--- src/verilog/fu_pkg.sv ---
/*
 * Integer execution stage definitions
 */
`default_nettype none

package fu_pkg;

    ////////////////////////////////////////////////////////////////////////////
    // Widths and latencies
    ////////////////////////////////////////////////////////////////////////////

    localparam int XLEN    = 32;
    localparam int SHAMT_W = $clog2(XLEN);      // Shift amount bits

    typedef logic [XLEN-1:0] xlen_t;

    // Cycles from an accepted start to the valid cycle
    localparam int ALU_LATENCY    = 1;
    localparam int MULT_LATENCY   = 4;
    localparam int BRANCH_LATENCY = 1;

    // Wide enough for the longest latency
    localparam int CNT_W = 3;

    ////////////////////////////////////////////////////////////////////////////
    // Operand selects
    ////////////////////////////////////////////////////////////////////////////

    typedef enum logic [1:0] {
        OPA_IS_RS1  = 2'h0,
        OPA_IS_NPC  = 2'h1,
        OPA_IS_PC   = 2'h2,
        OPA_IS_ZERO = 2'h3
    } opa_sel_e;

    // Codes 6 and 7 are unused
    typedef enum logic [2:0] {
        OPB_IS_RS2   = 3'h0,
        OPB_IS_I_IMM = 3'h1,
        OPB_IS_S_IMM = 3'h2,
        OPB_IS_B_IMM = 3'h3,
        OPB_IS_U_IMM = 3'h4,
        OPB_IS_J_IMM = 3'h5
    } opb_sel_e;

    ////////////////////////////////////////////////////////////////////////////
    // Function codes
    ////////////////////////////////////////////////////////////////////////////

    typedef enum logic [3:0] {
        ALU_ADD    = 4'h0,
        ALU_SUB    = 4'h1,
        ALU_AND    = 4'h2,
        ALU_SLT    = 4'h3,
        ALU_SLTU   = 4'h4,
        ALU_OR     = 4'h5,
        ALU_XOR    = 4'h6,
        ALU_SRL    = 4'h7,
        ALU_SLL    = 4'h8,
        ALU_SRA    = 4'h9,
        ALU_MUL    = 4'ha,       // Multiply unit only
        ALU_MULH   = 4'hb,
        ALU_MULHSU = 4'hc,
        ALU_MULHU  = 4'hd
    } alu_func_e;

    ////////////////////////////////////////////////////////////////////////////
    // Issue packet and results
    ////////////////////////////////////////////////////////////////////////////

    // Decoded instruction as handed to a unit on start
    typedef struct packed {
        xlen_t     pc;
        xlen_t     npc;
        xlen_t     inst;            // Raw instruction word
        xlen_t     rs1_value;
        xlen_t     rs2_value;
        opa_sel_e  opa_sel;
        opb_sel_e  opb_sel;
        alu_func_e func;
        logic      cond_branch;
        logic      uncond_branch;
    } fu_packet_t;

    typedef struct packed {
        xlen_t target;
        logic  take;
    } branch_result_t;

endpackage

`default_nettype wire

--- src/verilog/operand_select.sv ---
/*
 * Operand A and B selection
 */
`default_nettype none

module operand_select import fu_pkg::*; (
    input  fu_packet_t packet_i,
    output xlen_t      opa_o,
    output xlen_t      opb_o
);

    xlen_t inst;
    xlen_t i_imm, s_imm, b_imm, u_imm, j_imm;

    assign inst = packet_i.inst;

    // RV32 immediates, all sign extended from bit 31
    assign i_imm = {{20{inst[31]}}, inst[31:20]};
    assign s_imm = {{20{inst[31]}}, inst[31:25], inst[11:7]};
    assign b_imm = {{19{inst[31]}}, inst[31], inst[7], inst[30:25], inst[11:8], 1'b0};
    assign u_imm = {inst[31:12], 12'h000};
    assign j_imm = {{11{inst[31]}}, inst[31], inst[19:12], inst[20], inst[30:21], 1'b0};

    ////////////////////////////////////////////////////////////////////////////
    // Operand A
    ////////////////////////////////////////////////////////////////////////////

    always_comb begin
        case (packet_i.opa_sel)
            OPA_IS_RS1:  opa_o = packet_i.rs1_value;
            OPA_IS_NPC:  opa_o = packet_i.npc;
            OPA_IS_PC:   opa_o = packet_i.pc;
            default:     opa_o = '0;             // OPA_IS_ZERO
        endcase
    end

    ////////////////////////////////////////////////////////////////////////////
    // Operand B
    ////////////////////////////////////////////////////////////////////////////

    always_comb begin
        case (packet_i.opb_sel)
            OPB_IS_RS2:   opb_o = packet_i.rs2_value;
            OPB_IS_I_IMM: opb_o = i_imm;
            OPB_IS_S_IMM: opb_o = s_imm;
            OPB_IS_B_IMM: opb_o = b_imm;
            OPB_IS_U_IMM: opb_o = u_imm;
            OPB_IS_J_IMM: opb_o = j_imm;
            default:      opb_o = '0;            // Unused select codes
        endcase
    end

endmodule

`default_nettype wire
--- config.mk ---
export PLATFORM = sky130hd
export DESIGN_NAME = operand_select
export DESIGN_NICKNAME = d
export VERILOG_FILES = /design/src/verilog/fu_pkg.sv /design/src/verilog/operand_select.sv
export SDC_FILE = /design/constraint.sdc
export NUM_CORES = 1
export LEC_CHECK = 0
export BUFFER_PORTS_ARGS = -buffer_cell sky130_fd_sc_hd__buf_2
export CORE_AREA = 8 8 86 88
export DETAILED_ROUTE_END_ITERATION = 7
export DIE_AREA = 0 0 94 96
export GPL_ROUTABILITY_DRIVEN = 1
export PLACE_DENSITY = 0.72
export SYNTH_ARGS = -nofsm -noshare
export SYNTH_HDL_FRONTEND = slang
export SYNTH_SLANG_ARGS = --single-unit
--- constraint.sdc ---
create_clock -name vclk -period 0.8
set_input_delay 0.04 -clock vclk [all_inputs]
set_output_delay 0.04 -clock vclk [all_outputs]
set_load 0.05 [all_outputs]
* Yosys cells after proc, flatten, opt, wreduce, memory -nomap -nowiden
Index checks and enable logic that the tools add are counted.
** Cells by class
- Eq/ne operators :: 7
- Muxes and demuxes :: 2
- Reduce and logical (&&, ||, !) cells :: 2
** Operators with widths (number)
- $pmux W32 S6 :: 1
- $pmux W32 S3 :: 1
- $eq A3 B2 Y1 const B :: 2
- $eq A3 B3 Y1 const B :: 2
- $eq A3 B1 Y1 const B :: 1
- $logic_not A3 Y1 :: 1
- $eq A2 B1 Y1 const B :: 1
- $eq A2 B2 Y1 const B :: 1
- $logic_not A2 Y1 :: 1
** Storage, ports and cells
- Flip-flop bits (word level) :: 0
- Output and inout port bits :: 64
- Word-level logic and storage cells :: 11

* Depth between registers and ports, before layout
- Word-level depth :: 2
- Mapped depth :: 6

* Worst setup path after synthesis
No wires, ideal clock.
- Path kind :: input to output
- From :: input packet_i[10] (netlist name)
- To :: output opa_o[0]
- Data arrival time :: 1.575 ns
- Required time :: 0.760 ns
- Slack :: -0.815 ns
- Stages on the path :: 4
- Cell sequence :: buf_2 > buf_4 > mux2i_1 > o21ai_0
** On the way
- Longest elaborated chain between the ends :: 2
- Elaborated cells on any way between the ends :: 4
- Classes of those cells :: eq/ne (2); mux (1); reduce/logical (1)
** RTL lines
- from (decl) :: line operand_select.sv:7 : input fu_packet_t packet_i,
- $eq A2 B2 Y1, or another cell as far along :: line operand_select.sv:29 : case (packet_i.opa_sel)
- $pmux W32 S3 (*) :: line operand_select.sv:29
- to (decl) :: line operand_select.sv:8 : output xlen_t opa_o,
Mark *: on every way between the ends. The rest lies on a longest branch, timed or not.

* Final worst setup path
- From :: input packet_i[9] (netlist name)
- To :: output opa_o[26]
Same word-level chain as after synthesis.

==> flow_metrics.tcl <==
set metrics [dict create \
    status "complete, but fails checks" \
    violations "negative setup slack" \
    die_width_um 94 \
    final-hold-violation-count 0 \
    ant_nets 0 \
    hold_path_depth 4 \
    dr_total_vias 3000 \
    path_max_fanout 8 \
    hold_buffers 0 \
    relSlewSlack 0.718 \
    start_util 0.221 \
    synth_nets 404 \
    min_path_type "primary input to output pin" \
    total_power_mw 4.48 \
    fin_nets 647 \
    seq_cell_count 0 \
    critPathCaptureType "output pin" \
    io_buffers 222 \
    seqCellArea_um2 0 \
    min_period_ns 1.07 \
    arrival_ns 1.03 \
    grt.total_usage 0.256 \
    max_freq_ghz 0.934 \
    viasPerCell 5.43 \
    firstDrtPassIters 4 \
    power_density_nw_per_um2 872 \
    grt_overflow 0 \
    clkbuf_count 0 \
    drive_gt1_frac 0.935 \
    yosys.area_share.simple 0.195 \
    grt_max_degree 15 \
    synthAdderAreaFrac 0 \
    ys_seq_area_frac 0 \
    ys_warn_count 0 \
    dp_hpwl_um 8010 \
    area_growth_pct 282 \
    holdWs_ns 0.427 \
    crit_type "primary input to output pin" \
    worst_ep_required_time_ns 0.76 \
    p_sw_mw 2.55 \
    drc 0 \
    cap_violations 0 \
    clkPwrFrac 0 \
    fin_crit_sh 1.34 \
    setup_viol 64 \
    yosys-mux-area-fraction 0.246 \
    layout_setup_ws_ns -0.271 \
    dieArea_um2 9020 \
    p_leak_nw 2.24 \
    drv_slew 0 \
    die_height_um 96 \
    synth_cell_types 19 \
    antenna_found_initial 1 \
    synth_area_um2 1350 \
    dp.cells 534 \
    power.internal_mw 1.93 \
    drt-total-wl_um 13700 \
    num-fill-cells 311 \
    synth-compound-area-share 0.437 \
    rsz0062_at_grt "true" \
    routabilityCongestion 0.885 \
    worst_pin_slew_ns 0.422 \
    p_sw_frac 0.570 \
    synth_top_family_by_area "compound AO/OA/AOI/OAI gates" \
    netlist_instances 233 \
    pin_count 235 \
    start_kind "primary input" \
    ir_drop_mv 0.576 \
    combPwrFrac 1.000 \
    grt_pass1_wl_um 18100 \
    drt_iter0_markers 113 \
    wl_per_cell_um 24.8 \
    layoutNonFillerInstCount 552 \
    synth.avg_cell_area_um2 5.77 \
    seqPwrFrac 0 \
    synth_xor_area_frac 0.00651 \
    core_area_um2 6100 \
    grt_pass1_vias 3349 \
    core.rowCount 29 \
]
kinds of logic after synthesis:
family / count (synthesis)
AO/OA/AOI/OAI: 108
XOR/XNOR: 1
buffers and inverters: 28
multiplexers: 33
AND/OR/NAND/NOR: 63
cell usage after synthesis:
library cell / count / area, um2
a22oi_1: 11 / 82.6
o21ai_1: 7 / 35.0
clkbuf_1: 7 / 26.3
nand2b_1: 1 / 6.26
o21a_1: 2 / 15.0
nor2b_1: 4 / 25.0
nand2_1: 50 / 188
buf_1: 1 / 3.75
and2_1: 2 / 12.5
a21oi_1: 32 / 160
and3_1: 2 / 12.5
buf_2: 10 / 50.1
mux2i_1: 33 / 330
xor2_1: 1 / 8.76
o22ai_1: 12 / 75.1
nand3b_1: 1 / 7.51
buf_4: 10 / 75.1
o21ai_0: 44 / 220
nor2_1: 3 / 11.3
timing repair:
item                       in CTS  in global routing
setup buffers                  10                  5
setup endpoints to repair      64                 64
gates resized for setup       250                 72
cloned                          8                  1
pin swaps                      34                 31
per-layer routing:
layer  up-vias  GRT usage  share of wire
met3        46     0.0515          0.057
met2       159      0.522           0.57
met5         -          0              0
li1       1338          -              -
met1      1457      0.251           0.33
met4         0     0.0753          0.047
power groups by stage:
stage / logic, mW / registers [mW] / clock network [mW]
2_1_floorplan: 2.34 / 0 / 0
3_3_place_gp: 3.19 / 0 / 0
3_5_place_dp: 3.23 / 0 / 0
4_1_cts: 4.18 / 0 / 0
5_1_grt: 4.64 / 0 / 0.000000167
6_report: 4.48 / 0 / 0.000000167
area by class of cell:
cell class	instances	area [um2]	area share
well taps	77	96.3	0.0188
repair buffers	269	2290	0.447
diodes	1	2.50	0.000487
multi-input cells	205	2740	0.534
placed cells by master (no fill, tap or decap), types with 2 or more instances in the layout:
master | synthesis | routed
buf_6 | 0 | 56
nand2_2 | 0 | 5
buf_8 | 0 | 19
o22ai_4 | 0 | 12
o21ai_4 | 0 | 49
buf_4 | 10 | 20
buf_12 | 0 | 15
nand2_4 | 0 | 27
mux2i_4 | 0 | 17
and2_4 | 0 | 2
mux2i_2 | 0 | 9
nand2_1 | 50 | 17
a21oi_4 | 0 | 16
a22oi_2 | 0 | 11
buf_16 | 0 | 5
nor2_4 | 0 | 3
nor2b_1 | 4 | 2
mux2i_1 | 33 | 7
buf_2 | 10 | 153
o21a_1 | 2 | 2
nor2b_4 | 0 | 2
a21oi_2 | 0 | 16
o21ai_2 | 0 | 2
path summary, 6_finish.rpt:
path / startpoint / to / slack, ns
max: packet_i[9] / opa_o[26] / -0.27
min: packet_i[127] / opa_o[20] / 0.43
worst max-delay path: stages:
cell	delay [ns]
buf_4	0.10
nor2b_4	0.19
buf_6	0.15
buf_16	0.17
nand2_2	0.11
o21ai_4	0.09
buf_8	0.17
metrics by stage:
step | setup TNS, ns | area (um2) | setup WS, ns | util
4_1_cts | -9.07 | 4850 | -0.177 | 0.796
5_1_grt | -12.83 | 5140 | -0.293 | 0.843
3_3_place_gp | -18.20 | 3640 | -0.441 | 0.596
3_5_place_dp | -19.01 | 3640 | -0.460 | 0.596
6_report | -10.85 | 5140 | -0.271 | 0.843
2_1_floorplan | -2.75 | 2380 | -0.148 | -
Power figures use the tool's default switching activity.
