File: src/verilog/fu_pkg.sv
/*
 * Integer execution stage definitions
 */
`default_nettype none

package fu_pkg;

    ////////////////////////////////////////////////////////////////////////////
    // Widths and latencies
    ////////////////////////////////////////////////////////////////////////////

    localparam int XLEN    = 32;
    localparam int SHAMT_W = $clog2(XLEN);      // Shift amount bits

    typedef logic [XLEN-1:0] xlen_t;

    // Cycles from an accepted start to the valid cycle
    localparam int ALU_LATENCY    = 1;
    localparam int MULT_LATENCY   = 4;
    localparam int BRANCH_LATENCY = 1;

    // Wide enough for the longest latency
    localparam int CNT_W = 3;

    ////////////////////////////////////////////////////////////////////////////
    // Operand selects
    ////////////////////////////////////////////////////////////////////////////

    typedef enum logic [1:0] {
        OPA_IS_RS1  = 2'h0,
        OPA_IS_NPC  = 2'h1,
        OPA_IS_PC   = 2'h2,
        OPA_IS_ZERO = 2'h3
    } opa_sel_e;

    // Codes 6 and 7 are unused
    typedef enum logic [2:0] {
        OPB_IS_RS2   = 3'h0,
        OPB_IS_I_IMM = 3'h1,
        OPB_IS_S_IMM = 3'h2,
        OPB_IS_B_IMM = 3'h3,
        OPB_IS_U_IMM = 3'h4,
        OPB_IS_J_IMM = 3'h5
    } opb_sel_e;

    ////////////////////////////////////////////////////////////////////////////
    // Function codes
    ////////////////////////////////////////////////////////////////////////////

    typedef enum logic [3:0] {
        ALU_ADD    = 4'h0,
        ALU_SUB    = 4'h1,
        ALU_AND    = 4'h2,
        ALU_SLT    = 4'h3,
        ALU_SLTU   = 4'h4,
        ALU_OR     = 4'h5,
        ALU_XOR    = 4'h6,
        ALU_SRL    = 4'h7,
        ALU_SLL    = 4'h8,
        ALU_SRA    = 4'h9,
        ALU_MUL    = 4'ha,       // Multiply unit only
        ALU_MULH   = 4'hb,
        ALU_MULHSU = 4'hc,
        ALU_MULHU  = 4'hd
    } alu_func_e;

    ////////////////////////////////////////////////////////////////////////////
    // Issue packet and results
    ////////////////////////////////////////////////////////////////////////////

    // Decoded instruction as handed to a unit on start
    typedef struct packed {
        xlen_t     pc;
        xlen_t     npc;
        xlen_t     inst;            // Raw instruction word
        xlen_t     rs1_value;
        xlen_t     rs2_value;
        opa_sel_e  opa_sel;
        opb_sel_e  opb_sel;
        alu_func_e func;
        logic      cond_branch;
        logic      uncond_branch;
    } fu_packet_t;

    typedef struct packed {
        xlen_t target;
        logic  take;
    } branch_result_t;

endpackage

`default_nettype wire

File: src/verilog/fu_slot.sv
/*
 * Functional unit issue slot
 */
`default_nettype none

module fu_slot import fu_pkg::*; #(
    parameter type result_t = xlen_t,
    parameter int  LATENCY  = 1
) (
    input  logic       clk_i,
    input  logic       alu_reset_i,
    input  logic       start_i,
    input  fu_packet_t packet_i,
    input  result_t    result_i,
    output fu_packet_t held_o,
    output logic       ready_o,
    output logic       valid_o,
    output result_t    result_o
);

    logic             busy_q;
    logic [CNT_W-1:0] cnt_q;        // Cycles left before completion
    logic             take_start;

    // Start counts only while idle
    assign take_start = start_i & ~busy_q;
    assign ready_o    = ~busy_q;

    ////////////////////////////////////////////////////////////////////////////
    // Control and result register
    ////////////////////////////////////////////////////////////////////////////

    always_ff @(posedge clk_i) begin
        if (alu_reset_i) begin
            busy_q   <= 1'b0;
            cnt_q    <= '0;
            valid_o  <= 1'b0;
            result_o <= '0;
        end else begin
            valid_o <= 1'b0;                            // One-cycle pulse
            if (take_start) begin
                busy_q <= 1'b1;
                cnt_q  <= CNT_W'(LATENCY - 1);
            end else if (busy_q) begin
                if (cnt_q == '0) begin
                    busy_q   <= 1'b0;                   // Ready with the valid edge
                    valid_o  <= 1'b1;
                    result_o <= result_i;
                end else begin
                    cnt_q <= cnt_q - CNT_W'(1);
                end
            end
        end
    end

    // Packet held for the combinational datapath
    always_ff @(posedge clk_i) begin
        if (take_start) begin
            held_o <= packet_i;
        end
    end

endmodule

`default_nettype wire

File: config.mk
export PLATFORM = sky130hd
export DESIGN_NAME = fu_slot
export DESIGN_NICKNAME = d
export VERILOG_FILES = /design/src/verilog/fu_pkg.sv /design/src/verilog/fu_slot.sv
export SDC_FILE = /design/constraint.sdc
export NUM_CORES = 1
export LEC_CHECK = 0
export BUFFER_PORTS_ARGS = -buffer_cell sky130_fd_sc_hd__buf_2
export CAP_MARGIN = 20
export CELL_PAD_IN_SITES_DETAIL_PLACEMENT = 0
export CELL_PAD_IN_SITES_GLOBAL_PLACEMENT = 2
export CORE_AREA = 2 2 158 160
export CTS_CLUSTER_DIAMETER = 150
export CTS_CLUSTER_SIZE = 12
export DETAILED_ROUTE_END_ITERATION = 8
export DIE_AREA = 0 0 160 162
export PLACE_DENSITY_LB_ADDON = 0.3
export SLEW_MARGIN = 25
export SYNTH_ARGS = -nofsm -noshare
export SYNTH_HDL_FRONTEND = slang
export SYNTH_SLANG_ARGS = --single-unit
File: constraint.sdc
create_clock -name clk_i -period 26 [get_ports clk_i]
set_input_delay 2.6 -clock clk_i [delete_from_list [all_inputs] [get_ports clk_i]]
set_output_delay 2.6 -clock clk_i [all_outputs]
set_load 0.02 [all_outputs]
# Word-level counts from Yosys, hierarchy flattened
# Index checks and enable logic that the tools add are counted.
[word_totals]
reg_bits = 208
elab_cells = 28
input_bits = 206
[classes]
addsub = 1
reduce_logical = 5
bitwise = 4
muxes = 4
[ops]
columns = ["operator", "n"]
rows = [
  ["$mux 1", 4],
  ["$logic_not 3->1", 1],
  ["$not 1->1", 3],
  ["$reduce_and 3->1", 1],
  ["$reduce_or 3->1", 1],
  ["$sub 3x1->3 const B", 1],
  ["$reduce_and 2->1", 1],
  ["$reduce_or 2->1", 1],
  ["$and 1x1->1", 1],
]

# Longest topological paths before layout
[depth]
depth_word = 4
mapped_depth = 7
mapped_depth_nobuf = 5

# Least setup slack after synthesis
# No wires, ideal clock.
[synth_path]
path_kind = "in2reg"
startpoint = "input start_i"
endpoint = "register held_o[0] (netlist bit) (enable)"
arrival_time_ns = 9.985
path_stages = 1
slack_ns = 15.293
setup_ns = 0.722
path_cell_list = "nor2b_1"
[synth_via]
elab_chain_cells = 1
[synth_lines]
columns = ["element", "line_no", "source"]
rows = [
  ["from (decl)", "fu_slot.sv:12", "input logic start_i,"],
  ["$and 1x1->1", "fu_slot.sv:26", "assign take_start = start_i & ~busy_q;"],
  ["to (signal assigned)", "fu_slot.sv:59", "held_o <= packet_i;"],
  ["to (decl)", "fu_slot.sv:15", "output fu_packet_t held_o,"],
]
# Every way passes these cells.
# A chain may end at the register's enable or synchronous reset.

# Final worst setup path
[layout_path]
startpoint = "register busy_q"
endpoint = "output ready_o"
[layout_via]
elab_chain_cells = 1
[layout_lines]
columns = ["element", "line_no", "source"]
rows = [
  ["from (decl)", "fu_slot.sv:21", "logic busy_q;"],
  ["from (signal assigned)", "fu_slot.sv:35", "busy_q <= 1'b0;"],
  ["from (signal assigned)", "fu_slot.sv:42", "busy_q <= 1'b1;"],
  ["from (signal assigned)", "fu_slot.sv:46", "busy_q <= 1'b0;"],
  ["$not 1->1 (no source line)", "n/a", ""],
  ["to (decl)", "fu_slot.sv:16", "output logic ready_o,"],
]
# Every way passes these cells.

==> impl_metrics.env <==
export IMPL_cts_setup_buffers=0
export IMPL_setup_viol=0
export IMPL_combPwrFrac_pct=10.9
export IMPL_worst_pin_slew_ns=1.08
export IMPL_rows=57
export IMPL_slew_violations=0
export IMPL_routed_wl_mm=20.5
export IMPL_p_leak_nw=4.06
export IMPL_crit_fanout=8
export IMPL_die_area_mm2=0.0259
export IMPL_fin_ws_ns=22.16
export IMPL_hold_path_class="register to register"
export IMPL_ctsResizeCount=0
export IMPL_synth_seq_area_share_pct=90.3
export IMPL_cp_required_ns=23.40
export IMPL_fin_area_mm2=0.00951
export IMPL_cts_buffers=21
export IMPL_first_iter_violations=344
export IMPL_finalNetCount=969
export IMPL_grt_max_degree=172
export IMPL_timing_final_crit_share_pct=14.8
export IMPL_dpl_hpwl_mm=15.6
export IMPL_async_reset_ff_share_pct=0
export IMPL_syn_inst=338
export IMPL_initial_core_util_pct=27.0
export IMPL_grt_pass1_wl_mm=28.8
export IMPL_finalHoldViolations=0
export IMPL_maxSlewHeadroom_pct=28.1
export IMPL_port_buffer_count=410
export IMPL_clk_path_buf_depth=3
export IMPL_crit_path_start_kind="register"
export IMPL_postPlaceCellArea_mm2=0.00891
export IMPL_crit_type="register to output port"
export IMPL_syn_cell_area_mm2=0.00650
export IMPL_ys_ff_latch=208
export IMPL_max_clock_freq_mhz=261
export IMPL_p_int_w=0.000565
export IMPL_dr_pass1_iters=4
export IMPL_synth_edf_count=171
export IMPL_p_switching_w=0.000180
export IMPL_grt_pass1_vias=4578
export IMPL_drc=0
export IMPL_p_seq_share_pct=52.6
export IMPL_grt_usage_pct=14.9
export IMPL_yosysWarnings=0
export IMPL_die_height_um=162
export IMPL_synth_fp_nets=546
export IMPL_cts_tree="yes"
export IMPL_regArea_mm2=0.00588
export IMPL_fin_cells=1105
export IMPL_clkLatencyLatePin_ns=0.49
export IMPL_io_pins=411
export IMPL_clkSinkCount=208
export IMPL_multiInputGateArea_um2=533
export IMPL_clkTransAtPathRegs_ns=0.06
export IMPL_core_area_mm2=0.0241
export IMPL_fill_cells=2348
export IMPL_power_density_mw_per_mm2=78.3
export IMPL_antenna_found_initial=6
export IMPL_min_period_ns=3.84
export IMPL_crit_path_end_kind="output port"
export IMPL_syn_area_per_cell_um2=19.2
export IMPL_avgViaCountPerCell=4.09
export IMPL_ir_drop_v=0.0000427
export IMPL_power_frac_clock_pct=36.4
export IMPL_fp_dieW_um=160
export IMPL_cp_arrival_ns=1.24
export IMPL_fin_total_pwr_w=0.000745
export IMPL_cts_hold_buffers=0
export IMPL_tns_ns=0
export IMPL_mostFrequentLayoutCell="buf_2"
export IMPL_final_cell_mix="buf_2, edfxtp_1, nand2_1"
export IMPL_fin_worst_skew_ns=0.0102
export IMPL_syn_to_final_growth_pct=46.3
export IMPL_p_sw_share_pct=24.2
export IMPL_drive_gt1_share_pct=56.3
export IMPL_gp_congestion=0.843
export IMPL_vias=4520
export IMPL_yosysUniqueCellTypes=19
export IMPL_cts_root_buf="clkbuf_16"
export IMPL_synth_flop_cell="edfxtp_1"
export IMPL_cap_violations=0
export IMPL_grt_ovfl_total=0
export IMPL_dp_slack_ns=22.01
export IMPL_htreeDepth=1
export IMPL_ant_nets=0
export IMPL_status="completed"
export IMPL_drt_wirelength_per_cell_um=18.5
export IMPL_rsz0062_at_grt="no"
export IMPL_placed_cells=1062
flip-flops by register name, summed over array words and instances, names as in the netlist:
signal and count:
cnt_q 3, busy_q 1, held_o 171, result_o 32, valid_o 1
path summary, 6_finish.rpt:
kind / from / endpoint / slack, ns / depth (start not counted)
worst max-delay path: busy_q / ready_o / 22.16 / 2
worst min-delay path: result_o[5] / result_o[5] / 0.45 / 2
worst max register to register: busy_q / held_o[143] / 24.22 / 2
worst min register to register: result_o[5] / result_o[5] / 0.45 / 2
cells in the mapped netlist (3+ instances only):
master	n	area (µm²)
dfxtp_1	37	741
buf_6	5	56.3
o21ai_0	3	15.0
nand2_1	64	240
edfxtp_1	171	5130
buf_2	4	20.0
a21oi_1	33	165
nor2b_1	3	18.8
inv_1	4	15.0
stage by stage:
| stage | hold WS, ns | util, % |
|---|---|---|
| CTS | 0.458 | 39.4 |
| global placement | 0.441 | 37.0 |
| finish | 0.454 | 39.5 |
| detailed placement | 0.448 | 37.0 |
| floorplan | 0.471 | - |
| global route | 0.483 | 39.5 |
kinds of logic after synthesis:
| logic type | Yosys count | share of synthesized area (%) |
|---|---|---|
| flip-flops | 208 | 90.3 |
| AND/OR/NAND/NOR | 74 | 4.69 |
| AO/OA/AOI/OAI | 38 | 3.00 |
| buffers and inverters | 16 | 1.58 |
| adder cells (fa/ha/maj) | 2 | 0.385 |
layout make-up:
class                           count  area share, %
Sequential cell                   208           61.8
Timing Repair Buffer              412           21.9
Clock buffer                       36           6.12
Multi-Input combinational cell    114           5.60
Tap cell                          324           4.26
Inverter                            4          0.158
Antenna cell                        6          0.158
Clock inverter                      1         0.0921
power groups by stage:
stage | Clock (W) | Sequential (W) | Combinational [W]
floorplan | 0 | 0.000431 | 0.0000145
finish | 0.000271 | 0.000392 | 0.0000814
global placement | 0 | 0.000398 | 0.0000819
detailed placement | 0 | 0.000399 | 0.0000827
global route | 0.000298 | 0.000394 | 0.0000874
CTS | 0.000284 | 0.000392 | 0.0000829
per-layer routing:
layer | track usage (%) | share of wire (%)
met4 | 4.67 | 1.7
met1 | 16.4 | 35
met3 | 5.69 | 10
met2 | 26.7 | 53
met5 | 0 | 0
worst max-delay path, cell delays in order, from the launching register on:
cell and delay (ns):
dfxtp_1 0.52, inv_1 0.07, buf_2 0.16
Power figures use the tool's default switching activity.
