### src/verilog/fu_pkg.sv
/*
 * Integer execution stage definitions
 */
`default_nettype none

package fu_pkg;

    ////////////////////////////////////////////////////////////////////////////
    // Widths and latencies
    ////////////////////////////////////////////////////////////////////////////

    localparam int XLEN    = 32;
    localparam int SHAMT_W = $clog2(XLEN);      // Shift amount bits

    typedef logic [XLEN-1:0] xlen_t;

    // Cycles from an accepted start to the valid cycle
    localparam int ALU_LATENCY    = 1;
    localparam int MULT_LATENCY   = 4;
    localparam int BRANCH_LATENCY = 1;

    // Wide enough for the longest latency
    localparam int CNT_W = 3;

    ////////////////////////////////////////////////////////////////////////////
    // Operand selects
    ////////////////////////////////////////////////////////////////////////////

    typedef enum logic [1:0] {
        OPA_IS_RS1  = 2'h0,
        OPA_IS_NPC  = 2'h1,
        OPA_IS_PC   = 2'h2,
        OPA_IS_ZERO = 2'h3
    } opa_sel_e;

    // Codes 6 and 7 are unused
    typedef enum logic [2:0] {
        OPB_IS_RS2   = 3'h0,
        OPB_IS_I_IMM = 3'h1,
        OPB_IS_S_IMM = 3'h2,
        OPB_IS_B_IMM = 3'h3,
        OPB_IS_U_IMM = 3'h4,
        OPB_IS_J_IMM = 3'h5
    } opb_sel_e;

    ////////////////////////////////////////////////////////////////////////////
    // Function codes
    ////////////////////////////////////////////////////////////////////////////

    typedef enum logic [3:0] {
        ALU_ADD    = 4'h0,
        ALU_SUB    = 4'h1,
        ALU_AND    = 4'h2,
        ALU_SLT    = 4'h3,
        ALU_SLTU   = 4'h4,
        ALU_OR     = 4'h5,
        ALU_XOR    = 4'h6,
        ALU_SRL    = 4'h7,
        ALU_SLL    = 4'h8,
        ALU_SRA    = 4'h9,
        ALU_MUL    = 4'ha,       // Multiply unit only
        ALU_MULH   = 4'hb,
        ALU_MULHSU = 4'hc,
        ALU_MULHU  = 4'hd
    } alu_func_e;

    ////////////////////////////////////////////////////////////////////////////
    // Issue packet and results
    ////////////////////////////////////////////////////////////////////////////

    // Decoded instruction as handed to a unit on start
    typedef struct packed {
        xlen_t     pc;
        xlen_t     npc;
        xlen_t     inst;            // Raw instruction word
        xlen_t     rs1_value;
        xlen_t     rs2_value;
        opa_sel_e  opa_sel;
        opb_sel_e  opb_sel;
        alu_func_e func;
        logic      cond_branch;
        logic      uncond_branch;
    } fu_packet_t;

    typedef struct packed {
        xlen_t target;
        logic  take;
    } branch_result_t;

endpackage

`default_nettype wire

### src/verilog/branch_resolve.sv
/*
 * Branch condition and target
 */
`default_nettype none

module branch_resolve import fu_pkg::*; (
    input  fu_packet_t     packet_i,
    input  xlen_t          opa_i,
    input  xlen_t          opb_i,
    output branch_result_t result_o
);

    logic [2:0] funct3;
    logic       cond;
    xlen_t      target;

    assign funct3 = packet_i.inst[14:12];

    // Target address through the same ALU as the integer unit
    int_alu target_alu (
        .opa_i    (opa_i),
        .opb_i    (opb_i),
        .func_i   (packet_i.func),
        .result_o (target)
    );

    // Condition always compares the register values
    always_comb begin
        case (funct3)
            3'b000:  cond = packet_i.rs1_value == packet_i.rs2_value;            // BEQ
            3'b001:  cond = packet_i.rs1_value != packet_i.rs2_value;            // BNE
            3'b100:  cond = $signed(packet_i.rs1_value) < $signed(packet_i.rs2_value);
            3'b101:  cond = $signed(packet_i.rs1_value) >= $signed(packet_i.rs2_value);
            3'b110:  cond = packet_i.rs1_value < packet_i.rs2_value;             // BLTU
            3'b111:  cond = packet_i.rs1_value >= packet_i.rs2_value;            // BGEU
            default: cond = 1'b0;
        endcase
    end

    assign result_o.target = target;

    // Jumps always go, branches only on a true condition
    assign result_o.take = packet_i.uncond_branch | (packet_i.cond_branch & cond);

endmodule

`default_nettype wire

### src/verilog/int_alu.sv
/*
 * Combinational integer ALU
 */
`default_nettype none

module int_alu import fu_pkg::*; (
    input  xlen_t     opa_i,
    input  xlen_t     opb_i,
    input  alu_func_e func_i,
    output xlen_t     result_o
);

    logic [SHAMT_W-1:0] shamt;
    logic               lt_signed;
    logic               lt_unsigned;

    // Only the low bits of B count for shifts
    assign shamt = opb_i[SHAMT_W-1:0];

    assign lt_signed   = $signed(opa_i) < $signed(opb_i);
    assign lt_unsigned = opa_i < opb_i;

    always_comb begin
        case (func_i)
            ALU_ADD:  result_o = opa_i + opb_i;
            ALU_SUB:  result_o = opa_i - opb_i;
            ALU_AND:  result_o = opa_i & opb_i;
            ALU_OR:   result_o = opa_i | opb_i;
            ALU_XOR:  result_o = opa_i ^ opb_i;

            // Compares give 0 or 1
            ALU_SLT:  result_o = {{(XLEN-1){1'b0}}, lt_signed};
            ALU_SLTU: result_o = {{(XLEN-1){1'b0}}, lt_unsigned};

            ALU_SRL:  result_o = opa_i >> shamt;
            ALU_SLL:  result_o = opa_i << shamt;
            ALU_SRA:  result_o = xlen_t'($signed(opa_i) >>> shamt);   // Sign fill

            default:  result_o = '0;     // Multiply codes belong to int_mult
        endcase
    end

endmodule

`default_nettype wire

### config.mk
export PLATFORM = sky130hd
export DESIGN_NAME = branch_resolve
export DESIGN_NICKNAME = d
export VERILOG_FILES = /design/src/verilog/fu_pkg.sv /design/src/verilog/branch_resolve.sv /design/src/verilog/int_alu.sv
export SDC_FILE = /design/constraint.sdc
export NUM_CORES = 1
export LEC_CHECK = 0
export ABC_AREA = 0
export BUFFER_PORTS_ARGS = -buffer_cell sky130_fd_sc_hd__buf_2
export CAP_MARGIN = 10
export CORE_ASPECT_RATIO = 2
export CORE_MARGIN = 2
export CORE_UTILIZATION = 56
export DETAILED_ROUTE_END_ITERATION = 12
export PLACE_DENSITY = 0.88
export SETUP_SLACK_MARGIN = 0.02
export SYNTH_ARGS = -nofsm -noshare
export SYNTH_HDL_FRONTEND = slang
export SYNTH_SLANG_ARGS = --single-unit
### constraint.sdc
create_clock -name vclk -period 6.7
set_input_delay 1.34 -clock vclk [all_inputs]
set_output_delay 1.34 -clock vclk [all_outputs]
set_load 0.02 [all_outputs]
* Yosys cells after proc, flatten, opt, wreduce, memory -nomap -nowiden
Index checks and enable logic that the tools add are counted.
** Operators by class
- Magnitude comparators :: 6
- Reduce and logical (&&, ||, !) cells :: 2
- Bitwise operators :: 5
- Equal/unequal tests :: 16
- $add $sub $neg :: 2
- Mux-type cells :: 2
- Shift-type cells :: 3
** Operator list (number)
- $pmux W32 S10 :: 1
- $lt A32 B32 Y1 :: 4
- $ge A32 B32 Y1 :: 2
- $add A32 B32 Y32 :: 1
- $and A32 B32 Y32 :: 1
- $eq A32 B32 Y1 :: 1
- $ne A32 B32 Y1 :: 1
- $or A32 B32 Y32 :: 1
- $shl A32 B5 Y32 :: 1
- $shr A32 B5 Y32 :: 1
- $sshr A32 B5 Y32 :: 1
- $sub A32 B32 Y32 :: 1
- $xor A32 B32 Y32 :: 1
- $eq A4 B3 Y1 const B :: 4
- $eq A3 B3 Y1 const B :: 4
- $eq A4 B2 Y1 const B :: 2
- $eq A4 B4 Y1 const B :: 2
- $pmux W1 S6 :: 1
- $eq A4 B1 Y1 const B :: 1
- $logic_not A4 Y1 :: 1
- $eq A3 B1 Y1 const B :: 1
- $logic_not A3 Y1 :: 1
- $and A1 B1 Y1 :: 1
- $or A1 B1 Y1 :: 1
** Storage, ports and cells
- Input port bits :: 235
- Register bits :: 0
- Word-level logic and storage cells :: 36
- Output and inout port bits :: 33

* Logic depth before layout (Yosys ltp)
- Word-level depth :: 4
- Mapped depth :: 15
- Gate-level depth less buffers :: 11

* Cells and area by module
Synthesis repeated with hierarchy kept, for this count alone.
** Second synthesis, totals
- Cells, all modules :: 1441
- Area total of the unflattened synthesis :: 9938.3 um^2
** By module, submodules not included
- int_alu :: area an instance 8996.1 um^2, times used 1, seq. area each 0.0 um^2, cells each 1308
- branch_resolve :: area an instance 942.2 um^2, times used 1, seq. area each 0.0 um^2, cells each 133

* Least setup slack after synthesis
OpenSTA, ideal clock, no wires.
- Path type :: input-to-output
- Start :: input opb_i[2]
- End :: output result_o[32] in the netlist's numbering
- Required time :: 5.360 ns
- Setup slack :: 0.542 ns
- Arrival :: 4.818 ns
- Cell stages on the path :: 14
- Buffers on the path :: 5
- Path through :: clkbuf_1 > inv_1 > buf_2 > clkbuf_1 > buf_2 > buf_2 > ha_1 > o311ai_0 > a211oi_1 > a311oi_1 > a221oi_1 > o211ai_1 > or3b_1 > o211ai_1
** RTL lines
- start: declaration :: line branch_resolve.sv:9 : input xlen_t opb_i,
- end: declaration :: line branch_resolve.sv:10 : output branch_result_t result_o

==> impl_metrics.env <==
export IMPL_setup_tns_ns=0
export IMPL_fmax_ghz=0.1568
export IMPL_drc=0
export IMPL_grt_max_degree=73
export IMPL_vdd_drop_max_mv=0.05421
export IMPL_crit_type="in2out"
export IMPL_yosysTopAreaCellShare_pct=16.59
export IMPL_crit_path_start="opa_i[22]"
export IMPL_initial_core_util_pct=56.88
export IMPL_worst_pin_slew_ns=1.040
export IMPL_max_stage_delay_ns=0.54
export IMPL_antenna_found_initial=0
export IMPL_required_ns=5.36
export IMPL_whs_path_depth=3
export IMPL_leakage_uw=0.004984
export IMPL_hp_class="in2out"
export IMPL_fp_dieW_um=97.19
export IMPL_wirelength_um=42230
export IMPL_io_pins=268
export IMPL_hold_slack_ns=3.042
export IMPL_nClkBuffers=0
export IMPL_die_area_mm2=0.01850
export IMPL_cts_setup_buffers=0
export IMPL_area_growth_pct=10.10
export IMPL_syn_inst=1383
export IMPL_synth_common_cells="136 x nand2_1, 129 x ha_1, 129 x inv_1, 124 x nor2_1, 113 x a21oi_1"
export IMPL_port_buffers=170
export IMPL_vias=12339
export IMPL_netlist_area_mm2=0.009727
export IMPL_status="finished clean"
export IMPL_synth_top_cell_by_area="ha_1"
export IMPL_synth_fp_nets=1749
export IMPL_via_per_inst=7.271
export IMPL_setup_violations_final=0
export IMPL_start_kind="input pin"
export IMPL_post_drt_wl_per_cell_um=24.88
export IMPL_drive_gt1_share_pct=20.11
export IMPL_slew_headroom_pct=30.64
export IMPL_grt_usage_pct=43.68
export IMPL_rsz0062_at_grt="false"
export IMPL_design_seq_count=0
export IMPL_syn_area_per_cell_um2=7.033
export IMPL_synthMostInstantiatedCell="nand2_1"
export IMPL_coreArea_mm2=0.01710
export IMPL_hold_viol=0
export IMPL_ys_seq_area_share_pct=0
export IMPL_grt_pass1_vias=11837
export IMPL_drtPass1Iterations=6
export IMPL_yosysWarnings=0
export IMPL_yosys_top_cells_area="ha_1 17%, mux4_2 10%, a21oi_1 5.8%"
export IMPL_die_h_um=190.4
export IMPL_power_density_mw_per_mm2=85.00
export IMPL_postRouteAntennaNets=0
export IMPL_maxCapViolCount=0
export IMPL_synth_distinct_cells=88
export IMPL_power_uw=910.3
export IMPL_gp_congestion=1.015
export IMPL_critPathCaptureType="output pin"
export IMPL_fin_crit_ns=6.379
export IMPL_drt_iter0_drc=1444
export IMPL_dp_hpwl_um=32800
export IMPL_grt_pass1_wl_um=64910
export IMPL_overflow=0
export IMPL_antenna_cells=0
export IMPL_crit_chain="buf_2 > inv_1 > ha_1 > inv_1 > a2111oi_1 > o221ai_1 > a2111oi_0 > a221oi_1 > o211ai_1 > or3b_1 > o211ai_1 > buf_2"
export IMPL_register_area_um2=0
export IMPL_std_cell_rows=68
export IMPL_path_max_fanout=11
export IMPL_fill_cells=1617
export IMPL_crit_path_top_delay_cell="a2111oi_1"
export IMPL_cp_endpoint="result_o[32]"
export IMPL_crit_arrival_ns=5.04
export IMPL_final_nets=1855
export IMPL_final_max_slew_viol_count=0
export IMPL_final_period_utilization_pct=95.21
cells by family after synthesis:
family                   count (synthesis)  share of synthesized area [%]
AO/OA/AOI/OAI                          489                          34.01
multiplexers                           108                          18.68
AND/OR/NAND/NOR                        416                          20.07
XOR/XNOR                                 7                         0.6303
buffers and inverters                  232                          9.609
adder cells (fa/ha/maj)                131                          17.01
metal layers:
metal / GRT usage [%] / routed length (um) / vias up
li1: - / - / 5414
met1: 50.66 / 14470 / 5739
met2: 72.41 / 19430 / 969
met3: 6.928 / 4462 / 217
met4: 31.69 / 3864 / 0
met5: 0 / 0 / -
worst min-delay path by stage:
stage | from | to | slack [ns]
floorplan | packet_i[0] | result_o[0] | 2.82
global placement | packet_i[0] | result_o[0] | 3.03
detailed placement | packet_i[0] | result_o[0] | 3.03
CTS | packet_i[0] | result_o[0] | 3.03
global route | packet_i[0] | result_o[0] | 3.04
finish | packet_i[0] | result_o[0] | 3.04
timing repair:
item / in CTS / in global routing
endpoints found under the setup margin: 0 / 1
resized for setup: 0 / 2
hold buffers: 0 / 0
metrics by stage:
step	setup slack, ns	area (um2)	util (%)	instances
after floorplan	0.5424	9727	-	1383
after global placement	0.3845	10700	62.58	1697
after detailed placement	0.3382	10700	62.58	1697
after CTS	0.3184	10700	62.58	1697
after global routing	0.09349	10710	62.62	1697
final	0.3206	10710	62.62	1697
cell usage in the layout, fill, tap and decap left out, types with 15 or more instances in the layout:
master	instances
buf_4	34
a21o_1	20
a211oi_1	26
inv_1	129
nor3_1	30
o21ai_0	101
mux4_2	45
buf_2	169
nand2_1	135
mux2_2	21
nand3_1	23
a21oi_1	113
mux2i_1	33
a31oi_1	15
o21bai_1	16
a221oi_1	18
o211ai_1	23
ha_1	129
nor2_1	124
power breakdown:
part / switching, uW / internal [uW]
Combinational: 569 / 341
Sequential: 0 / 0
Clock: 0 / 0
Total: 569 / 341
area by class of cell:
type	instances	area (um2)	area share (%)
multi-input combinational	1151	8830	82.45
timing repair buffer	204	1121	10.47
inverter	132	495.5	4.627
tap	210	262.8	2.454
worst max-delay path, delay by kind of cell:
family          cells  cell delay, ns
buf+inv             4            0.74
compound gates      6            2.07
fa+ha+maj           1            0.51
simple gates        1            0.37
No activity file was read; power rests on OpenSTA's default activity.
