[src/verilog/fu_pkg.sv]
/*
 * Integer execution stage definitions
 */
`default_nettype none

package fu_pkg;

    ////////////////////////////////////////////////////////////////////////////
    // Widths and latencies
    ////////////////////////////////////////////////////////////////////////////

    localparam int XLEN    = 32;
    localparam int SHAMT_W = $clog2(XLEN);      // Shift amount bits

    typedef logic [XLEN-1:0] xlen_t;

    // Cycles from an accepted start to the valid cycle
    localparam int ALU_LATENCY    = 1;
    localparam int MULT_LATENCY   = 4;
    localparam int BRANCH_LATENCY = 1;

    // Wide enough for the longest latency
    localparam int CNT_W = 3;

    ////////////////////////////////////////////////////////////////////////////
    // Operand selects
    ////////////////////////////////////////////////////////////////////////////

    typedef enum logic [1:0] {
        OPA_IS_RS1  = 2'h0,
        OPA_IS_NPC  = 2'h1,
        OPA_IS_PC   = 2'h2,
        OPA_IS_ZERO = 2'h3
    } opa_sel_e;

    // Codes 6 and 7 are unused
    typedef enum logic [2:0] {
        OPB_IS_RS2   = 3'h0,
        OPB_IS_I_IMM = 3'h1,
        OPB_IS_S_IMM = 3'h2,
        OPB_IS_B_IMM = 3'h3,
        OPB_IS_U_IMM = 3'h4,
        OPB_IS_J_IMM = 3'h5
    } opb_sel_e;

    ////////////////////////////////////////////////////////////////////////////
    // Function codes
    ////////////////////////////////////////////////////////////////////////////

    typedef enum logic [3:0] {
        ALU_ADD    = 4'h0,
        ALU_SUB    = 4'h1,
        ALU_AND    = 4'h2,
        ALU_SLT    = 4'h3,
        ALU_SLTU   = 4'h4,
        ALU_OR     = 4'h5,
        ALU_XOR    = 4'h6,
        ALU_SRL    = 4'h7,
        ALU_SLL    = 4'h8,
        ALU_SRA    = 4'h9,
        ALU_MUL    = 4'ha,       // Multiply unit only
        ALU_MULH   = 4'hb,
        ALU_MULHSU = 4'hc,
        ALU_MULHU  = 4'hd
    } alu_func_e;

    ////////////////////////////////////////////////////////////////////////////
    // Issue packet and results
    ////////////////////////////////////////////////////////////////////////////

    // Decoded instruction as handed to a unit on start
    typedef struct packed {
        xlen_t     pc;
        xlen_t     npc;
        xlen_t     inst;            // Raw instruction word
        xlen_t     rs1_value;
        xlen_t     rs2_value;
        opa_sel_e  opa_sel;
        opb_sel_e  opb_sel;
        alu_func_e func;
        logic      cond_branch;
        logic      uncond_branch;
    } fu_packet_t;

    typedef struct packed {
        xlen_t target;
        logic  take;
    } branch_result_t;

endpackage

`default_nettype wire

[src/verilog/int_alu.sv]
/*
 * Combinational integer ALU
 */
`default_nettype none

module int_alu import fu_pkg::*; (
    input  xlen_t     opa_i,
    input  xlen_t     opb_i,
    input  alu_func_e func_i,
    output xlen_t     result_o
);

    logic [SHAMT_W-1:0] shamt;
    logic               lt_signed;
    logic               lt_unsigned;

    // Only the low bits of B count for shifts
    assign shamt = opb_i[SHAMT_W-1:0];

    assign lt_signed   = $signed(opa_i) < $signed(opb_i);
    assign lt_unsigned = opa_i < opb_i;

    always_comb begin
        case (func_i)
            ALU_ADD:  result_o = opa_i + opb_i;
            ALU_SUB:  result_o = opa_i - opb_i;
            ALU_AND:  result_o = opa_i & opb_i;
            ALU_OR:   result_o = opa_i | opb_i;
            ALU_XOR:  result_o = opa_i ^ opb_i;

            // Compares give 0 or 1
            ALU_SLT:  result_o = {{(XLEN-1){1'b0}}, lt_signed};
            ALU_SLTU: result_o = {{(XLEN-1){1'b0}}, lt_unsigned};

            ALU_SRL:  result_o = opa_i >> shamt;
            ALU_SLL:  result_o = opa_i << shamt;
            ALU_SRA:  result_o = xlen_t'($signed(opa_i) >>> shamt);   // Sign fill

            default:  result_o = '0;     // Multiply codes belong to int_mult
        endcase
    end

endmodule

`default_nettype wire

[config.mk]
export PLATFORM = sky130hd
export DESIGN_NAME = int_alu
export DESIGN_NICKNAME = d
export VERILOG_FILES = /design/src/verilog/fu_pkg.sv /design/src/verilog/int_alu.sv
export SDC_FILE = /design/constraint.sdc
export NUM_CORES = 1
export LEC_CHECK = 0
export BUFFER_PORTS_ARGS = -buffer_cell sky130_fd_sc_hd__buf_4
export CAP_MARGIN = 20
export CORE_ASPECT_RATIO = 1.25
export CORE_MARGIN = 2
export CORE_UTILIZATION = 50
export DETAILED_ROUTE_END_ITERATION = 10
export PLACE_DENSITY = 0.76
export SLEW_MARGIN = 20
export SYNTH_ARGS = -nofsm -noshare
export SYNTH_HDL_FRONTEND = slang
export SYNTH_SLANG_ARGS = --single-unit
[constraint.sdc]
create_clock -name vclk -period 7.2
set_clock_uncertainty 0.1 [all_clocks]
set_input_delay 1.08 -clock vclk [all_inputs]
set_output_delay 1.08 -clock vclk [all_outputs]
set_load 0.1 [all_outputs]
* Word-level counts from Yosys, hierarchy flattened *
Cells that the tools add are included.
Widths: inputs -> output; s select.

word-level totals
  register bits after elaboration = 0
  input bits = 68
  output and inout port bits = 32
  word-level logic and storage cells = 21

operators by class
  add/subtract/negate cells = 2
  order comparisons = 2
  equal/unequal tests = 9
  shifts and indexed selects = 3
  mux-type cells = 1
  bitwise gates (word level) = 3
  reduce and logical (&&, ||, !) cells = 1

operators by type and width
  kind                count
  $pmux 32 s10        1
  $lt 32x32->1        2
  $add 32x32->32      1
  $and 32x32->32      1
  $or 32x32->32       1
  $shl 32x5->32       1
  $shr 32x5->32       1
  $sshr 32x5->32      1
  $sub 32x32->32      1
  $xor 32x32->32      1
  $eq 4x3->1 const B  4
  $eq 4x2->1 const B  2
  $eq 4x4->1 const B  2
  $eq 4x1->1 const B  1
  $logic_not 4->1     1

* Logic depth before layout (Yosys ltp) *
Gate-level depths: netlist of run 1.

  depth in word-level cells = 2
  depth in mapped cells = 15
  mapped depth without buffers = 12

* Worst setup path after synthesis of run 1 *
Ideal clock, no wire load.

  path kind = input to output
  start = input port opb_i[2]
  end = output port result_o[29]
  arrival time = 6.700 ns
  required time = 6.020 ns
  setup slack = -0.680 ns
  stages = 14
  cell sequence = clkbuf_1 inv_2 buf_1 clkbuf_1 buf_1 ha_1 o211a_1 a211o_1 a211o_1 a2111oi_0 or4_1 o21ai_0 o2111ai_1 a21boi_0

between the ends
  cells in the longest elaborated chain, start to end = 2

RTL lines
  what                                    RTL line       RTL
  start, declared                         int_alu.sv:8   input xlen_t opb_i,
  $sub 32x32->32 (tied with other cells)  int_alu.sv:26  ALU_SUB: result_o = opa_i - opb_i;
  $pmux 32 s10 (*)                        int_alu.sv:24  case (func_i)
  end, declared                           int_alu.sv:10  output xlen_t result_o

Mark *: on every way between the ends. The rest lies on a longest branch, timed or not.

* Worst setup path in the final report of run 1 *
  start = input port opb_i[4]
  end = output port result_o[21]

Same word-level chain as after synthesis.

==> impl_metrics.csv, run 1 <==
group,metric,value,unit
status,outcome,"finished, final reports clean",
floorplan,die_w,124,um
global_route,grt_pass1_wl,62.8,mm
place,dp_hpwl,31.4,mm
finish,utilization,0.558,
clocking,cts_hold_buf,0,
worst_hold_path,whs_path_depth,5,
synthesis,yosys_warnings,0,
global_route,grt_overflow_total,0,
timing,slew_headroom,0.185,
global_route,track_usage,0.426,
route,via_per_inst,7.32,
floorplan,die_area,0.0191,mm^2
floorplan,core_area,0.0176,mm^2
floorplan,row_count,54,
route,first_pass_iters,6,
clocking,postCtsSetupBuffers,0,
route,antenna_left,0,
worst_setup_path,endpoint_kind,"primary output",
route,drc,0,
finish,final_cell_mix,"149 x nor2_1, 122 x nand2_1, 118 x buf_4",
finish,flops_and_latches,0,
timing,tightest_slew,1.21,ns
worst_setup_path,critical_path_required,6.02,ns
global_route,antenna_found_initial,2,
worst_setup_path,crit_fanout,11,
timing,finalCriticalPeriod,5.95,ns
synthesis,syn-num-nets,1475,
timing,setup_viol,0,
worst_hold_path,worstHoldPathType,"primary input to primary output",
synthesis,synth_cell_type_count,82,
timing,finalSetupTns,0,ns
global_route,grt_pass1_vias,10500,
finish,regArea,0,um^2
global_route,grt_max_degree,56,
timing,grt_setup_unrepaired,"false",
worst_setup_path,criticalPathCategory,"primary input to primary output",
synthesis,synth_seq_area_share,0,
timing,period_share,0.826,
synthesis,avgSynthCellArea,6.88,um^2
worst_setup_path,worstSetupStartpointType,"primary input",
floorplan,die_height,154,um
route,drt-total-wl,41.5,mm
timing,fmax,168,MHz
clocking,ctsResizeCount,0,
timing,finalHoldViolCount,0,
worst_setup_path,critical_path_arrival,4.77,ns
route,routedWlPerCell,26.7,um
place,place.gp.congestion,1.04,
finish,nNetsFinal,1495,
finish,clkbuf_count,0,
finish,drive_gt1_frac,0.154,
floorplan,initial_core_util,0.512,
floorplan,io_pins,100,
timing,slew_viol_final,0,
finish,area_growth,8.89,%
run,max-cap-violations,0,
finish,final_common_cell,"nor2_1",
synthesis,synth_area,0.00900,mm^2
route,first_iter_violations,1616,
route,via_count,11300,
synthesis,postSynthCellCount,1308,
place,port_buffers,100,
-- routing by layer --
| metal | global-route usage | share of wire | wire length [um] |
|---|---|---|---|
| met5 | 0 | 0.00031 | 13 |
| met1 | 0.549 | 0.38 | 15700 |
| met2 | 0.659 | 0.44 | 18400 |
| met4 | 0.219 | 0.066 | 2740 |
| met3 | 0.0987 | 0.11 | 4600 |
-- through the flow --
stage	setup WS (ns)	instance area, um^2	cells	hold slack, ns
floorplan	0.0496	9000	1308	2.75
detailed placement	1.40	9790	1550	2.76
global route	1.11	9790	1550	2.81
finish	1.25	9800	1551	2.75
CTS	1.37	9790	1550	2.77
global placement	1.44	9790	1550	2.74
-- cell families (layout without fill, tap and decap cells) --
family | count (synthesis) | in the layout | share of synthesized area
adder cells (fa/ha/maj) | 99 | 99 | 0.139
multiplexers | 102 | 102 | 0.187
buffers and inverters | 198 | 216 | 0.0862
AND/OR/NAND/NOR | 438 | 438 | 0.231
other | 0 | 1 | 0
AO/OA/AOI/OAI | 464 | 464 | 0.350
XOR/XNOR | 7 | 7 | 0.00682
-- final timing paths --
path	from	to	slack [ns]
max	opb_i[4]	result_o[21]	1.25
min	opb_i[15]	result_o[15]	2.75
-- worst max-delay path, cell delays in order --
cell,delay (ns)
buf_4,0.09
clkinv_1,0.35
ha_1,0.60
or2_0,0.29
or4_1,0.40
o32ai_1,0.27
o2111ai_1,0.24
o21ai_1,0.37
a21oi_1,0.17
a221o_1,0.31
a221o_1,0.36
buf_4,0.25
-- Yosys cell counts (10+ instances only) --
cell	number	area, um^2
a21oi_1	105	526
o221ai_1	14	123
mux2i_1	40	400
o21ai_0	94	470
inv_1	94	353
a211oi_1	21	158
mux2_2	11	124
a31oi_1	11	68.8
mux4_2	49	1100
and3_1	10	62.6
nor4_1	12	75.1
buf_1	14	52.6
o31ai_1	15	113
a221oi_1	18	158
nor2_1	149	559
nor3_1	36	180
nand3_1	17	85.1
clkbuf_1	74	278
o22ai_1	15	93.8
o21bai_1	14	105
or3_1	13	81.3
ha_1	97	1210
nor2b_1	16	100
o211ai_1	22	165
nand2_1	122	458
a21o_1	16	120
a22oi_1	16	120
nand2b_1	13	81.3
o2111ai_1	17	149
-- layout make-up --
cell class	count	area (um^2)
multi-input cells	1110	8260
fillers	1815	7770
repair buffers	118	886
inverters	98	368
well taps	224	280
diodes	1	2.50
==> inputs of run 2 (changes only) <==
--- a/config.mk
+++ b/config.mk
@@ -11,7 +11,7 @@
 export CORE_MARGIN = 2
 export CORE_UTILIZATION = 50
 export DETAILED_ROUTE_END_ITERATION = 10
-export PLACE_DENSITY = 0.76
+export PLACE_DENSITY = 0.78
 export SLEW_MARGIN = 20
 export SYNTH_ARGS = -nofsm -noshare
 export SYNTH_HDL_FRONTEND = slang
==> constraint.sdc (replaced) <==
create_clock -name vclk -period 5
set_clock_uncertainty 0.1 [all_clocks]
set_input_delay 0.75 -clock vclk [all_inputs]
set_output_delay 0.75 -clock vclk [all_outputs]
set_load 0.1 [all_outputs]
==> run 2 against run 1 <==
Critical path type unchanged. Sequential cell count is the same. Non-clock buffer count grew 33. Global-route usage grew 0.12 points. Cell area grew 5.0%. Largest cell class unchanged. Setup slack lost 1.1 ns. Via count grew 1.9%. Count of clock-buffer cells in the layout is the same. First-iteration DRC count shrank 0.37%. Highest routed layer is now met4.
==> impl_metrics.csv, run 2 (synthesis gave the netlist of run 1 again) <==
group,metric,value,unit
timing,setup_viol,0,
floorplan,die_area,0.0191,mm^2
floorplan,io_pins,100,
finish,drive_gt1_frac,0.193,
place,dp_hpwl,31.8,mm
finish,area_growth,14.4,%
worst_hold_path,whs_path_depth,5,
route,drc,0,
finish,flops_and_latches,0,
finish,final_common_cell,"nor2_1",
route,via_count,11600,
global_route,grt_pass1_wl,63.1,mm
finish,finalInstanceArea,0.0103,mm^2
power_and_ir_drop,p_sw_frac,0.678,
finish,antennaDiodeCount,0,
route,first_pass_iters,6,
global_route,antenna_found_initial,0,
worst_setup_path,critical_path_arrival,3.97,ns
global_route,grt_overflow_total,0,
worst_setup_path,slowest_delay,0.55,ns
floorplan,die_w,124,um
timing,fmax,207,MHz
timing,period_share,0.964,
floorplan,die_height,154,um
power_and_ir_drop,p_leak,4.44,nW
power_and_ir_drop,clock_power_share,0,
power_and_ir_drop,combPwrFrac,1.000,
global_route,track_usage,0.428,
timing,finalCriticalPeriod,4.82,ns
worst_setup_path,slowest_stage,"or4_4",
global_route,grt_pass1_vias,10600,
route,routedWlPerCell,26.6,um
route,drt-total-wl,42.1,mm
timing,finalHoldViolCount,0,
clocking,postCtsSetupBuffers,0,
timing,tightest_slew,1.05,ns
worst_setup_path,path_cells,"buf_4, inv_1, ha_4, or4_4, or3_4, a31oi_4, o2111ai_1, a211oi_2, o311a_1, o21ba_2, a221o_1, buf_4",
power_and_ir_drop,p_int,481,uW
worst_setup_path,path_buf_inv,3,
finish,clkbuf_count,0,
run,max-cap-violations,0,
finish,final_cell_mix,"149 x nor2_1, 148 x buf_4, 122 x nand2_1",
route,antenna_left,0,
power_and_ir_drop,power.density,145,mW/mm^2
timing,slew_headroom,0.292,
timing,slew_viol_final,0,
route,via_per_inst,7.31,
place,port_buffers,100,
worst_setup_path,worstSetupStartpointType,"primary input",
worst_setup_path,critical_path_required,4.15,ns
power_and_ir_drop,p_seq_frac,0,
timing,grt_setup_unrepaired,"false",
finish,n_fill_cell,1758,
finish,regArea,0,um^2
worst_setup_path,crit_fanout,12,
worst_setup_path,crit_cells,12,
power_and_ir_drop,netSwitchingPower,1.01,mW
worst_setup_path,crit_path_frequent_cell,"buf_4",
worst_setup_path,worstSetupStartpoint,"opa_i[9]",
finish,utilization,0.586,
power_and_ir_drop,ir_drop,0.000129,V
route,first_iter_violations,1610,
floorplan,initial_core_util,0.512,
place,postPlaceCellArea,0.0103,mm^2
place,place.gp.congestion,1.06,
global_route,grt_max_degree,54,
worst_hold_path,worstHoldPathType,"primary input to primary output",
worst_setup_path,endpoint_kind,"primary output",
floorplan,row_count,54,
finish,nNetsFinal,1528,
status,outcome,"finished, final reports clean",
worst_setup_path,crit_end,"result_o[30]",
worst_setup_path,critical_path.top_delay_family,"compound AO/OA/AOI/OAI gates",
floorplan,core_area,0.0176,mm^2
worst_setup_path,criticalPathCategory,"primary input to primary output",
## run 2: cell types whose count changed in the layout (fill, tap and decap cells not counted), sizes merged
cell	before	now
buf	118	151
diode	1	0
## run 2: metrics by stage
step                hold slack (ns)  setup TNS (ns)  power, mW  instances  setup slack [ns]
global placement               2.08               0       1.43       1583             0.178
CTS                            2.09               0       1.45       1583             0.182
finish                         2.08               0       1.49       1583             0.179
detailed placement             2.08               0       1.44       1583             0.192
global route                   2.14               0       1.57       1583            0.0723
floorplan                      1.98          -0.911       1.03       1308            -0.281
## run 2: what timing repair did
| action | 4_1_cts | 5_1_grt |
|---|---|---|
| hold buffers | 0 | 0 |
| resized for setup | 0 | 2 |
| endpoints found under the setup margin | 0 | 2 |
## run 2: area by class of cell
cell class	instances	area, um^2	area share
Multi-Input combinational cell	1110	8430	0.820
Timing Repair Buffer	151	1170	0.114
Inverter	98	405	0.0394
Tap cell	224	280	0.0272
## run 2: worst min path at each step
| stage | from | end | slack, ns |
|---|---|---|---|
| 6_report | opb_i[15] | result_o[15] | 2.08 |
| 5_1_grt | opb_i[2] | result_o[2] | 2.14 |
| 4_1_cts | opb_i[15] | result_o[15] | 2.09 |
| 3_5_place_dp | opb_i[15] | result_o[15] | 2.08 |
| 3_3_place_gp | opb_i[15] | result_o[15] | 2.08 |
| 2_1_floorplan | opb_i[17] | result_o[17] | 1.98 |
## run 2: per-layer routing
layer,routed length [um],vias to the layer above,GRT usage,share of wire
met2,18300,881,0.654,0.43
met3,5410,220,0.0920,0.13
met5,0,-,0,0
met1,15500,5414,0.568,0.37
li1,-,5050,-,-
met4,2860,0,0.202,0.068
## run 2: power by group through the flow
| stage | clock (mW) | combinational (mW) | sequential [mW] |
|---|---|---|---|
| after floorplan | 0 | 1.03 | 0 |
| after CTS | 0 | 1.45 | 0 |
| final | 0 | 1.49 | 0 |
| after global routing | 0 | 1.57 | 0 |
| after detailed placement | 0 | 1.44 | 0 |
| after global placement | 0 | 1.43 | 0 |
(Power assumes the default switching activity.)
==> inputs of run 3 (changes only) <==
--- a/config.mk
+++ b/config.mk
@@ -5,6 +5,7 @@
 export SDC_FILE = /design/constraint.sdc
 export NUM_CORES = 1
 export LEC_CHECK = 0
+export ABC_AREA = 1
 export BUFFER_PORTS_ARGS = -buffer_cell sky130_fd_sc_hd__buf_4
 export CAP_MARGIN = 20
 export CORE_ASPECT_RATIO = 1.25
==> run 3 against run 2 <==
Die area increased by 16%. Cell area up 8.9%. Fmax grew 8.2%. Combinational power hardly changed. First-iteration DRC count increased by 0.62%. Utilization fell by 4.6 points. Total power down 1.8%. Synthesized cell count increased by 66%. Cell count increased by 56%. Critical path type unchanged. Highest routed layer unchanged.
==> impl_metrics.csv, run 3 <==
group,metric,value,unit
synthesis,synth_most_common_cell,"nand2_1",
finish,final_common_cell,"nand2_1",
timing,fin_ws,0.543,ns
finish,finalInstanceArea,0.0112,mm^2
route,via_per_inst,6.03,
synthesis,synth_seq_area_share,0,
synthesis,syn-num-nets,2338,
finish,fin_cells,2474,
floorplan,row_count,59,
finish,drive_gt1_frac,0.0886,
route,routedWlPerCell,21.0,um
place,place.gp.congestion,1.06,
route,drc,0,
worst_setup_path,critical_path_arrival,3.61,ns
synthesis,postSynthCellCount,2171,
timing,hold_ws,1.96,ns
synthesis,yosys_warnings,0,
timing,finalSetupTns,0,ns
place,dp_cells,2474,
route,antenna_left,0,
global_route,track_usage,0.453,
floorplan,core_area,0.0207,mm^2
global_route,grt_pass1_wl,77.6,mm
timing,setup_viol,0,
finish,nNetsFinal,2369,
place,postPlaceCellArea,0.0112,mm^2
finish,final_cell_mix,"822 x nand2_1, 376 x nand3_1, 300 x inv_1",
synthesis,synth_area,0.0105,mm^2
finish,antennaDiodeCount,0,
finish,regArea,0,um^2
timing,finalCriticalPeriod,4.46,ns
timing,tightest_slew,0.748,ns
floorplan,initial_core_util,0.506,
worst_setup_path,criticalPathCategory,"primary input to primary output",
finish,clkbuf_count,0,
floorplan,die_height,166,um
worst_setup_path,worstSetupStartpointType,"primary input",
place,post-place-ws,0.815,ns
timing,grt_setup_unrepaired,"false",
power_and_ir_drop,ir_drop,0.000104,V
timing,period_share,0.891,
floorplan,die_w,134,um
timing,slew_headroom,0.501,
run,max-cap-violations,0,
floorplan,die_area,0.0222,mm^2
power_and_ir_drop,power,1.47,mW
timing,fmax,224,MHz
clocking,postCtsSetupBuffers,0,
worst_setup_path,endpoint_kind,"primary output",
global_route,antenna_found_initial,1,
route,drt-total-wl,52.0,mm
synthesis,yosys-top-cells-count,"822 x nand2_1, 376 x nand3_1, 300 x inv_1",
finish,flops_and_latches,0,
synthesis,synth_cell_type_count,48,
synthesis,synth_top_cell_area_share,0.294,
synthesis,synth.area.top_cells,"nand2_1 29%, nand3_1 18%, ha_1 12%",
status,outcome,"finished, final reports clean",
finish,area_growth,6.76,%
synthesis,avgSynthCellArea,4.83,um^2
global_route,grt_max_degree,69,
place,dp_hpwl,42.4,mm
finish,utilization,0.540,
global_route,grt_pass1_vias,13800,
global_route,grt_overflow_total,0,
route,first_pass_iters,6,
worst_setup_path,crit_fanout,5,
route,via_count,14900,
clocking,cts_hold_buf,0,
clocking,ctsResizeCount,0,
place,port_buffers,100,
worst_hold_path,worstHoldPathType,"primary input to primary output",
route,first_iter_violations,1620,
floorplan,io_pins,100,
timing,slew_viol_final,0,
power_and_ir_drop,p_leak,6.73,nW
finish,n_fill_cell,2381,
timing,finalHoldViolCount,0,
power_and_ir_drop,power.density,131,mW/mm^2
worst_setup_path,critical_path_required,4.15,ns
synthesis,synth_top_cell_by_area,"nand2_1",
[run 3: cell types whose count changed after synthesis, sizes merged, moves of 27 or more]
cell,previous run,this run
nand4,7,34
o21ai,97,47
a21oi,105,78
mux2i,40,0
mux4,51,0
inv,96,317
clkbuf,74,18
buf,26,76
nand3,17,387
nand2,122,852
[run 3: final cells by class]
cell class	count	area, um^2	area share
Multi-Input combinational cell	1756	8720	0.779
Timing Repair Buffer	123	923	0.0824
Tap cell	274	343	0.0306
Inverter	321	1210	0.108
[run 3: kinds of logic (layout without fill, tap and decap cells)]
group	after synthesis	count (layout)	share of synthesized area
xor gates and xnor gates	2	2	0.00167
buffers and inverters	415	444	0.169
and+or+nand+nor	1471	1471	0.611
adders and majority gates	99	99	0.119
AOI/OAI and AO/OA	184	184	0.0996
[run 3: final timing paths]
path / from / endpoint / slack, ns / cells after the start
max: opa_i[0] / result_o[26] / 0.54 / 15
min: func_i[3] / result_o[0] / 1.96 / 5
[run 3: per-layer routing]
| layer | share of wire | track usage | vias up | wire [um] |
|---|---|---|---|---|
| li1 | - | - | 6968 | - |
| met2 | 0.46 | 0.768 | 996 | 23800 |
| met3 | 0.10 | 0.0659 | 234 | 5400 |
| met1 | 0.35 | 0.528 | 6720 | 18400 |
| met4 | 0.085 | 0.294 | 0 | 4440 |
| met5 | 0 | 0 | - | 0 |
[run 3: power by group]
part | leakage (nW) | total (mW) | internal (mW) | switching [mW]
logic | 6.73 | 1.47 | 0.374 | 1.09
registers | 0 | 0 | 0 | 0
clock network | 0 | 0 | 0 | 0
total | 6.73 | 1.47 | 0.374 | 1.09
[run 3: worst max-delay path, stage by stage]
cell and delay [ns]:
buf_4 0.13, ha_1 0.26, fa_1 0.51, nand2_1 0.13, nand3_1 0.17, nand3_1 0.12, nand2_1 0.24, nand2_1 0.14
nand2_1 0.12, nand2_1 0.25, nand2_1 0.10, nand2_1 0.07, nand3_1 0.10, nand3_1 0.20, buf_4 0.31
